**src/verilog/icache_defines.svh**
```systemverilog
// sizes are fixed here; way-select logic assumes exactly two ways and a power-of-two set count
`ifndef ICACHE_DEFINES_SVH
`define ICACHE_DEFINES_SVH

//////////////////////////////
// address and data widths
//////////////////////////////

// byte address, top bit selects the uncached i/o region
`define ICACHE_ADDR_W 32
// fetch word returned to the cpu
`define ICACHE_WORD_W 32
// one cache line, also the refill beat width
`define ICACHE_LINE_W 128

//////////////////////////////
// cache geometry
//////////////////////////////

`define ICACHE_WAYS 2
`define ICACHE_SETS 16
// byte offset inside a line
`define ICACHE_OFS_W 4
// set index bits
`define ICACHE_IDX_W 4
// remaining upper address bits
`define ICACHE_TAG_W (`ICACHE_ADDR_W - `ICACHE_IDX_W - `ICACHE_OFS_W)
// replacement lfsr
`define ICACHE_LFSR_W 8

// register offsets on the 4-bit register port
`define ICACHE_REG_CTRL 4'd0
`define ICACHE_REG_MISS 4'd4

`endif

```
**src/verilog/icache_pkg.sv**
```systemverilog
// shared types only; struct widths follow the sizes in the defines header
`include "icache_defines.svh"

package icache_pkg;

  // controller states, FLUSH is the reset state
  typedef enum logic [1:0] {
    FLUSH,
    IDLE,
    READ,
    MISS
  } icache_state_e;

  // register access kind, decoded on the ack cycle
  typedef enum logic [1:0] {
    REG_NONE,
    REG_READ,
    REG_WRITE
  } reg_op_e;

  //////////////////////////////
  // fetch port
  //////////////////////////////

  typedef struct packed {
    logic                      req;
    logic [`ICACHE_ADDR_W-1:0] addr;
  } fetch_req_t;

  typedef struct packed {
    logic                      ready;
    logic                      valid;
    logic [`ICACHE_WORD_W-1:0] data;
  } fetch_rsp_t;

  //////////////////////////////
  // wishbone refill master
  //////////////////////////////

  typedef struct packed {
    logic                      cyc;
    logic                      stb;
    logic [`ICACHE_ADDR_W-1:0] adr;
    // set for word-sized uncached refills
    logic                      nc_o;
  } wb_line_m_t;

  typedef struct packed {
    logic                      ack;
    logic [`ICACHE_LINE_W-1:0] data;
  } wb_line_s_t;

  //////////////////////////////
  // wishbone register slave
  //////////////////////////////

  typedef struct packed {
    logic        cyc;
    logic        stb;
    logic        we;
    logic [3:0]  adr;
    logic [31:0] wdata;
  } wb_reg_m_t;

  typedef struct packed {
    logic        ack;
    logic [31:0] rdata;
  } wb_reg_s_t;

  // register block toward controller
  typedef struct packed {
    logic enable;
    logic flush_req;
  } cache_cfg_t;

  // tag store result, valid in the cycle after a read strobe
  typedef struct packed {
    logic hit;
    logic hit_way;
    logic repl_way;
  } tag_lookup_t;

endpackage

```
**src/verilog/icache_ctrl.sv**
```systemverilog
// fetch fsm and single-beat refill master; responses cannot be stalled and ack wait is unbounded
`timescale 1ns/1ns
`include "icache_defines.svh"

module icache_ctrl (
  input  logic                          clk_i,
  input  logic                          rst_ni,
  input  icache_pkg::fetch_req_t        fetch_i,
  output icache_pkg::fetch_rsp_t        fetch_o,
  output icache_pkg::wb_line_m_t        wb_line_o,
  input  icache_pkg::wb_line_s_t        wb_line_i,
  input  icache_pkg::cache_cfg_t        cfg_i,
  input  icache_pkg::tag_lookup_t       lookup_i,
  input  logic                          clear_done_i,
  input  logic [`ICACHE_WORD_W-1:0]     word_i,
  output logic                          rd_o,
  output logic                          wr_o,
  output logic                          clear_o,
  output logic [`ICACHE_IDX_W-1:0]      idx_o,
  output logic [`ICACHE_TAG_W-1:0]      tag_o,
  output logic [`ICACHE_OFS_W-3:0]      ofs_o,
  output logic                          use_fill_o,
  output logic                          flush_ack_o,
  output logic                          miss_o
);

  icache_pkg::icache_state_e state_q, state_d;
  logic                      en_q, en_d;
  logic                      nc_q, nc_d;
  logic                      fill_vld_q;
  logic [`ICACHE_ADDR_W-1:0] addr_q;
  logic                      ready;
  logic                      accept;
  logic                      go_flush;
  logic                      cached_hit;
  logic                      fill_ack;

  // pending flush, or cache just switched on
  assign go_flush = cfg_i.flush_req | (cfg_i.enable & ~en_q);

  // hit only counts for cacheable addresses with the cache on
  assign cached_hit = (state_q == icache_pkg::READ) & en_q & ~addr_q[`ICACHE_ADDR_W-1]
                    & lookup_i.hit;
  assign fill_ack   = (state_q == icache_pkg::MISS) & wb_line_i.ack;

  assign ready  = ((state_q == icache_pkg::IDLE) | cached_hit) & ~go_flush;
  assign accept = ready & fetch_i.req;

  //////////////////////////////
  // next state
  //////////////////////////////

  always_comb begin
    state_d = state_q;
    // turning off is immediate, turning on goes through FLUSH
    en_d    = en_q & cfg_i.enable;
    nc_d    = nc_q;
    unique case (state_q)
      icache_pkg::FLUSH: begin
        if (clear_done_i) begin
          state_d = icache_pkg::IDLE;
          en_d    = cfg_i.enable;
        end
      end
      icache_pkg::IDLE: begin
        if (go_flush) begin
          state_d = icache_pkg::FLUSH;
        end else if (accept) begin
          state_d = icache_pkg::READ;
        end
      end
      icache_pkg::READ: begin
        if (cached_hit) begin
          // back-to-back hits stay in READ
          state_d = accept ? icache_pkg::READ : icache_pkg::IDLE;
        end else begin
          // miss, i/o region or disabled cache all use the refill path
          state_d = icache_pkg::MISS;
          nc_d    = ~en_q | addr_q[`ICACHE_ADDR_W-1];
        end
      end
      icache_pkg::MISS: begin
        if (wb_line_i.ack) begin
          state_d = icache_pkg::IDLE;
        end
      end
      default: begin
        state_d = icache_pkg::FLUSH;
      end
    endcase
  end

  always_ff @(posedge clk_i or negedge rst_ni) begin
    if (!rst_ni) begin
      state_q    <= icache_pkg::FLUSH;
      en_q       <= 1'b0;
      nc_q       <= 1'b0;
      fill_vld_q <= 1'b0;
    end else begin
      state_q    <= state_d;
      en_q       <= en_d;
      nc_q       <= nc_d;
      fill_vld_q <= fill_ack;
    end
  end

  // request address, held through READ and MISS
  always_ff @(posedge clk_i) begin
    if (accept) begin
      addr_q <= fetch_i.addr;
    end
  end

  //////////////////////////////
  // array strobes
  //////////////////////////////

  assign rd_o        = accept;
  // nc refills bypass the arrays
  assign wr_o        = fill_ack & ~nc_q;
  assign miss_o      = fill_ack & ~nc_q;
  assign use_fill_o  = fill_ack;
  assign clear_o     = (state_q == icache_pkg::FLUSH);
  assign flush_ack_o = (state_q == icache_pkg::FLUSH);

  // new index on lookup, held index for the refill write
  assign idx_o = accept ? fetch_i.addr[`ICACHE_OFS_W +: `ICACHE_IDX_W]
                        : addr_q[`ICACHE_OFS_W +: `ICACHE_IDX_W];
  // tag store keeps its own copy at rd_o
  assign tag_o = fetch_i.addr[`ICACHE_ADDR_W-1 -: `ICACHE_TAG_W];
  assign ofs_o = fetch_i.addr[`ICACHE_OFS_W-1:2];

  //////////////////////////////
  // refill master and response
  //////////////////////////////

  assign wb_line_o.cyc  = (state_q == icache_pkg::MISS);
  assign wb_line_o.stb  = (state_q == icache_pkg::MISS);
  // word address for nc, line address otherwise
  assign wb_line_o.adr  = nc_q ? {addr_q[`ICACHE_ADDR_W-1:2], 2'b00}
                               : {addr_q[`ICACHE_ADDR_W-1:`ICACHE_OFS_W], {`ICACHE_OFS_W{1'b0}}};
  assign wb_line_o.nc_o = nc_q;

  assign fetch_o.ready = ready;
  assign fetch_o.valid = cached_hit | fill_vld_q;
  assign fetch_o.data  = word_i;

endmodule

```
**config.mk**
```make
export PLATFORM = sky130hd
export DESIGN_NAME = icache_ctrl
export DESIGN_NICKNAME = d
export VERILOG_FILES = /design/src/verilog/icache_pkg.sv /design/src/verilog/icache_ctrl.sv
export VERILOG_INCLUDE_DIRS = /design/src /design/src/verilog
export SDC_FILE = /design/constraint.sdc
export NUM_CORES = 1
export LEC_CHECK = 0
export BUFFER_PORTS_ARGS = -buffer_cell sky130_fd_sc_hd__buf_4
export CAP_MARGIN = 20
export CORE_AREA = 4 4 116 118
export DETAILED_ROUTE_END_ITERATION = 8
export DIE_AREA = 0 0 120 122
export SYNTH_ARGS = -nofsm -noshare
export SYNTH_HDL_FRONTEND = slang
export SYNTH_SLANG_ARGS = --single-unit
```
**constraint.sdc**
```tcl
create_clock -name clk_i -period 5.2 [get_ports clk_i]
set_clock_uncertainty 0.1 [all_clocks]
set_input_delay 0.52 -clock clk_i [delete_from_list [all_inputs] [get_ports clk_i]]
set_output_delay 0.52 -clock clk_i [all_outputs]
set_load 0.03 [all_outputs]
```
==> impl_results.md, run 1 <==
* Netlist cell types at 24
* Post-Synthesis Cells at 170
* Logic pwr share at approximately a third
* Drt pass-1 iters at 4
* Antenna-violating nets left at 0
* Status: completed
* Reg area at ~1000 um^2
* Die extent in y at around 120 um
* H-tree depth at 2
* VDD IR max at 0.0001767 V
* Period utilisation layout at between 50% and 60%
* Clock transition at path regs at 0.05 ns
* GPL Wtd Cong at about 0.67
* Clock root buffer: clkbuf_16
* Multi-input gate area at between 200 and 300 um^2
* Most frequent cells in the layout: 109 x buf_4, 30 x edfxtp_1, 8 x inv_1
* Seq/Total Area, Yosys at between 50 and 60%
* Worst flop-to-flop path startpoint: state_q[0]$_DFFE_PN0P_
* Vias after detailed routing at about 1.1k
* RSZ-0062 raised after global routing: false
* Net Switching at about 340 uW
* Die width at around 120 um
* CTS tree: built
* Final Total Pwr at a little under 1000 uW
* Nets@finish at about 400
* Cell Area, Synth at just over 2000 um^2
* Total track usage at 7.265%
* Clock period minus worst slack at about 2.8 ns
* Slew Limit Fails at 0
* Met1 usage at 7.029%
* Max incr delay on CP at between 0.4 and 0.5 ns
* Inst Count DP at ~360
* Crit path cell chain: inv_1, ha_1, and4b_1, o211ai_1, mux2_2, buf_4
* DP Wirelength at ~4700 um
* GRT Residual Overflow at 0
* Worst min-delay path category: in2reg
* Commonest non-fill, non-tap cell in the layout: buf_4
* Int Pwr at about 650 uW
* Fmax at roughly 350 MHz
* Clock power share at about 29%
* Die area at between 10,000 and 15,000 um^2
* GRT met3 Usage at under 10%
* Number of diodes at 0
* Final setup viols at 0
* Crit-path max FO at 5
* Crit start category: register
* Share of layout cells above drive strength 1 at around three fifths
* Flop pwr share at 36.6%
* Fill cell count at 1,336
* R2R setup slack at between 2 and 3 ns
* Power density over the cells at a little under 400 nW/um^2
* CP endpoint kind: primary output
* Wire per inst at ~15 um
* Avg Cell Area, Syn at ~12 um^2
* # Max-Cap Violations at 0
* Critical path arrival at between 2 and 2.5 ns
* Post-Layout Cell Count at 368
* Rows at 41
* Starting density of the core at between 15 and 20%
* Busiest grt layer: met2
* Clk buf depth at 2
* FF-to-FF path depth at 6
* I/O Pins at 307
* Via density at a little over 3
* Clk sink count at 35
* Pin count of the biggest net entering global routing at 31
* Worst setup path end: idx_o[0]
* Leak Pwr at 0.001082 uW
* Routed wire length at ~5600 um
* First-pass GRT wire length at ~7500 um
* Seq cells post-synth at 35
* CTS buffer count at 5
* Initial antenna violation count at 0
* Drt initial violations at 22
* Port Buf Inserts at between 100 and 150
* Critical Path Source: state_q[0]$_DFFE_PN0P_
* Synthesis-to-layout area growth at 24.06%
* Met2 GRT Util at 10.19%
* Post-route DRC at 0
* WP data required at ~4.6 ns
* Worst-skew pair later-pin latency at between 0.2 and 0.3 ns
* Number of global-route vias before repair at around 1.1k
* Final Hold Fails at 0
* Setup TNS at 0 ns
* Slowest cell on the critical path: o211ai_1
* Reg-to-reg endpoint: addr_q[15]$_DFFE_PN_
* Yosys warns at 0
* Sw Share at ~34%
* Critical Setup Path Class: reg2out
* Core area at ~12,000 um^2
## how the worst min path moves through the flow
stage | from | to | slack (ns) | cells after the start
finish | fetch_i[6] | addr_q[6]$_DFFE_PN_ | 0.33 | 1
global route | fetch_i[25] | addr_q[25]$_DFFE_PN_ | 0.31 | 1
floorplan | rst_ni | en_q$_DFF_PN0_ | 0.12 | 0
global placement | rst_ni | state_q[0]$_DFFE_PN0P_ | 0.23 | 1
CTS | fetch_i[4] | addr_q[4]$_DFFE_PN_ | 0.31 | 1
detailed placement | rst_ni | state_q[0]$_DFFE_PN0P_ | 0.23 | 1
## flip-flops by register name, indices dropped and copies added, names as in the netlist
name        cells
addr_q         30
en_q            1
state_q         2
fill_vld_q      1
nc_q            1
## metrics by stage
step           setup slack [ns]  util [%]  hold slack, ns  instance area [um^2]
3_5_place_dp              2.651     18.95          0.2306                  2362
5_1_grt                   2.223     20.13          0.3144                  2510
6_report                  2.373     20.13          0.3256                  2510
4_1_cts                   2.330     20.13          0.3144                  2510
3_3_place_gp              2.678     18.95          0.2284                  2362
2_1_floorplan             2.648         -          0.1244                  2027
## cells in the mapped netlist
cell	count	area, um^2
and4b_1	1	10.01
mux2_2	4	45.04
o211ai_1	2	15.01
edfxtp_1	30	900.9
a32o_1	1	10.01
mux2i_1	1	10.01
nor3b_1	1	7.510
nor2_1	1	3.750
dfrtp_1	5	125.1
or4_1	1	7.510
or2_2	1	6.260
a21oi_1	2	10.01
nand2_1	1	3.750
inv_1	8	30.03
buf_4	93	698.2
and2_1	3	18.77
conb_1	1	3.750
or4b_1	1	10.01
nor2b_1	4	25.02
o21a_1	1	7.510
o31a_1	1	8.760
o22ai_1	1	6.260
o21ai_0	2	10.01
ha_1	4	50.05
## worst max-delay path, delay by kind of cell (launching register included)
kind / cells / cell delay, ns
compound gates: 1 / 0.44
mux: 1 / 0.39
flops: 1 / 0.37
buf+inv: 2 / 0.26
simple gates: 1 / 0.25
fa+ha+maj: 1 / 0.23
## final cells by class
type / instances / area share [%]
flip-flops and latches: 35 / 40.88
clock buffers: 7 / 5.284
inverters: 8 / 1.196
clock inverters: 1 / 0.1994
multi-input cells: 35 / 10.87
repair buffers: 110 / 33.00
well taps: 172 / 8.574
## routing by layer
metal / up-vias / wire, um
met5: - / 0
met4: 0 / 27
met3: 4 / 1370
met2: 92 / 2363
met1: 506 / 1839
li1: 519 / -
## logic make-up (layout without fill, tap and decap cells)
logic type               after synthesis  count (layout)  share of synthesized area [%]
AO/OA/AOI/OAI                         10              10                          3.340
other                                  1               2                         0.1854
adder cells (fa/ha/maj)                4               4                          2.474
multiplexers                           5               5                          2.721
buffers and inverters                101             126                          35.99
AND/OR/NAND/NOR                       14              14                          4.576
flip-flops                            35              35                          50.71
## power groups by stage
stage	combinational, uW	clock (uW)	sequential, uW
3_3_place_gp	334	0	366
6_report	334	290	360
5_1_grt	359	315	365
4_1_cts	340	303	361
2_1_floorplan	301	0	360
3_5_place_dp	337	0	366
## timing repair
item	in CTS	in global routing
setup buffers	0	0
setup endpoints to repair	0	0
hold buffers	1	0
resized for setup	0	0
endpoints found under the hold margin	5	0
Note: power is estimated with default switching activity, not from simulation.
==> run 2, diff against run 1 <==
--- a/config.mk
+++ b/config.mk
@@ -8,9 +8,9 @@
 export LEC_CHECK = 0
 export BUFFER_PORTS_ARGS = -buffer_cell sky130_fd_sc_hd__buf_4
 export CAP_MARGIN = 20
-export CORE_AREA = 4 4 116 118
+export CORE_AREA = 4 4 118 120
 export DETAILED_ROUTE_END_ITERATION = 8
-export DIE_AREA = 0 0 120 122
+export DIE_AREA = 0 0 122 124
 export SYNTH_ARGS = -nofsm -noshare
 export SYNTH_HDL_FRONTEND = slang
 export SYNTH_SLANG_ARGS = --single-unit
==> constraint.sdc (replaced) <==
create_clock -name clk_i -period 2.3 [get_ports clk_i]
set_clock_uncertainty 0.1 [all_clocks]
set_input_delay 0.23 -clock clk_i [delete_from_list [all_inputs] [get_ports clk_i]]
set_output_delay 0.23 -clock clk_i [all_outputs]
set_load 0.03 [all_outputs]
==> run 2 against run 1 <==
Against the previous run:
- die area increased by 3.3%
- sequential power increased by 130%
- via count increased by 3.9%
- global-route usage decreased by 0.87 points
- hold slack got worse by 0.30 ns
- cell count increased by 2.2%
- worst setup slack got worse by 2.3 ns
- critical path type unchanged
- largest power group unchanged
==> impl_results.md, run 2 (synthesized netlist as in run 1, its figures left out) <==
* Clk sink count at 35
* Pre-CTS setup slack at about 0.23 ns
* Final setup viols at 0
* Via density at approximately 3.1
* Core area at about 13,000 um^2
* RSZ-0062 raised after global routing: false
* # Max-Cap Violations at 0
* Critical Setup Path Class: reg2out
* Nets@finish at around 410
* First-pass GRT wire length at approximately 7000 um
* I/O Pins at between 300 and 400
* Port Buf Inserts at ~110
* Commonest non-fill, non-tap cell in the layout: buf_4
* Setup TNS at 0 ns
* Synthesis-to-layout area growth at 29.62%
* Post-route DRC at 0
* CP endpoint kind: primary output
* Worst-skew pair later-pin latency at 0.28 ns
* Initial antenna violation count at 0
* Total track usage at approximately 6.4%
* Clock transition at path regs at about 0.06 ns
* Status: completed
* Number of flip-flops in the largest register at 30
* Placed Instance Area at 2390 um^2
* Largest registers: addr_q (30), state_q (2)
* Share of layout cells above drive strength 1 at 64.00%
* GPL Wtd Cong at 0.6733
* Die area at between 15,000 and 20,000 um^2
* Crit start category: register
* Crit-path max FO at 5
* Clk buf depth at 2
* Worst min-delay path category: in2reg
* Vias after detailed routing at roughly 1.2k
* Fmax at between 400 and 500 MHz
* Die width at roughly 120 um
* Clock period minus worst slack at between 2 and 2.5 ns
* Rows at 42
* Fill cell count at 1,415
* CTS tree: built
* Pin count of the biggest net entering global routing at 21
* Number of global-route vias before repair at roughly 1.3k
* Slew Limit Fails at 0
* Antenna-violating nets left at 0
* Routed wire length at 4958 um
* Critical path arrival at about 1.9 ns
* Final WS setup at roughly 0.091 ns
* VDD IR max at around 0.00048 V
* Fin area at approximately 2600 um^2
* Clock root buffer: clkbuf_16
* CTS buffer count at 5
* Wire per inst at between 10 and 15 um
* DP Wirelength at between 3000 and 4000 um
* WP data required at between 1.5 and 2 ns
* Period utilisation layout at 96.02%
* Leak Pwr at between 0.001 and 0.0015 uW
* Power density over the cells at approximately 920 nW/um^2
* Most flops, register: addr_q
* Drt initial violations at 14
* Die extent in y at ~120 um
* H-tree depth at 2
* GRT Residual Overflow at 0
* Number of diodes at 0
* Most frequent cells in the layout: 109 x buf_4, 30 x edfxtp_1, 7 x inv_1
* Final Hold Fails at 0
* Starting density of the core at 15.59%
* Drt pass-1 iters at 3
run 2: changes by cell type in the layout (fill, tap and decap cells not counted), sizes merged:
cell / change
clkbuf: -2
inv: +1
bufinv: +1
buf: +4
run 2: path summary, 6_finish.rpt:
check,start,to,slack [ns],depth (start not counted)
worst max-delay path,state_q[1]$_DFFE_PN0P_,idx_o[0],0.09,6
worst min-delay path,fetch_i[29],addr_q[29]$_DFFE_PN_,0.03,1
worst max register to register,state_q[0]$_DFFE_PN0P_,addr_q[25]$_DFFE_PN_,0.33,7
worst min register to register,en_q$_DFF_PN0_,en_q$_DFF_PN0_,0.48,2
max in group asynchronous,rst_ni,nc_q$_DFFE_PN0P_,1.82,2
min in group asynchronous,rst_ni,en_q$_DFF_PN0_,0.18,2
run 2: layer usage:
| metal | share of wire [%] | up-vias | track usage, % |
|---|---|---|---|
| li1 | - | 529 | - |
| met1 | 39 | 536 | 7.555 |
| met2 | 45 | 83 | 8.978 |
| met3 | 14 | 17 | 3.542 |
| met4 | 2.1 | 0 | 3.922 |
| met5 | 0 | - | 0 |
run 2: what timing repair did:
action	in CTS	in global routing
hold endpoints to repair	5	0
hold buffers	1	0
buffers inserted	1	0
resized for setup	2	9
pin swaps	0	2
setup endpoints to repair	4	4
cloned	0	0
run 2: cell type report:
class                           instances  area (um^2)  area share (%)
Tap cell                              176        220.2           8.397
Clock inverter                          3        47.55           1.813
Inverter                                8        30.03           1.145
Sequential cell                        35         1026           39.12
Clock buffer                            5        125.1           4.771
Timing Repair Buffer                  114        873.3           33.30
Multi-Input combinational cell         35        300.3           11.45
run 2: critical path, stage by stage, from the launching register on:
cell      delay (ns)
dfrtp_1         0.42
ha_4            0.18
and4b_1         0.19
o211ai_1        0.17
buf_4           0.18
mux2_4          0.31
buf_6           0.14
run 2: power breakdown:
| part | switching (uW) | internal, uW |
|---|---|---|
| clock | 286 | 517 |
| combinational | 486 | 317 |
| sequential | 42.2 | 773 |
| total | 815 | 1610 |
run 2: per-stage QoR:
| stage | utilization (%) | cells | power (uW) | hold WS, ns |
|---|---|---|---|---|
| 4_1_cts | 19.92 | 376 | 2460 | 0.007119 |
| 6_report | 20.20 | 376 | 2422 | 0.02602 |
| 5_1_grt | 20.20 | 376 | 2559 | 0.007770 |
| 2_1_floorplan | - | 171 | 1496 | -0.1656 |
| 3_5_place_dp | 18.41 | 366 | 1602 | -0.06588 |
| 3_3_place_gp | 18.41 | 366 | 1590 | -0.06455 |
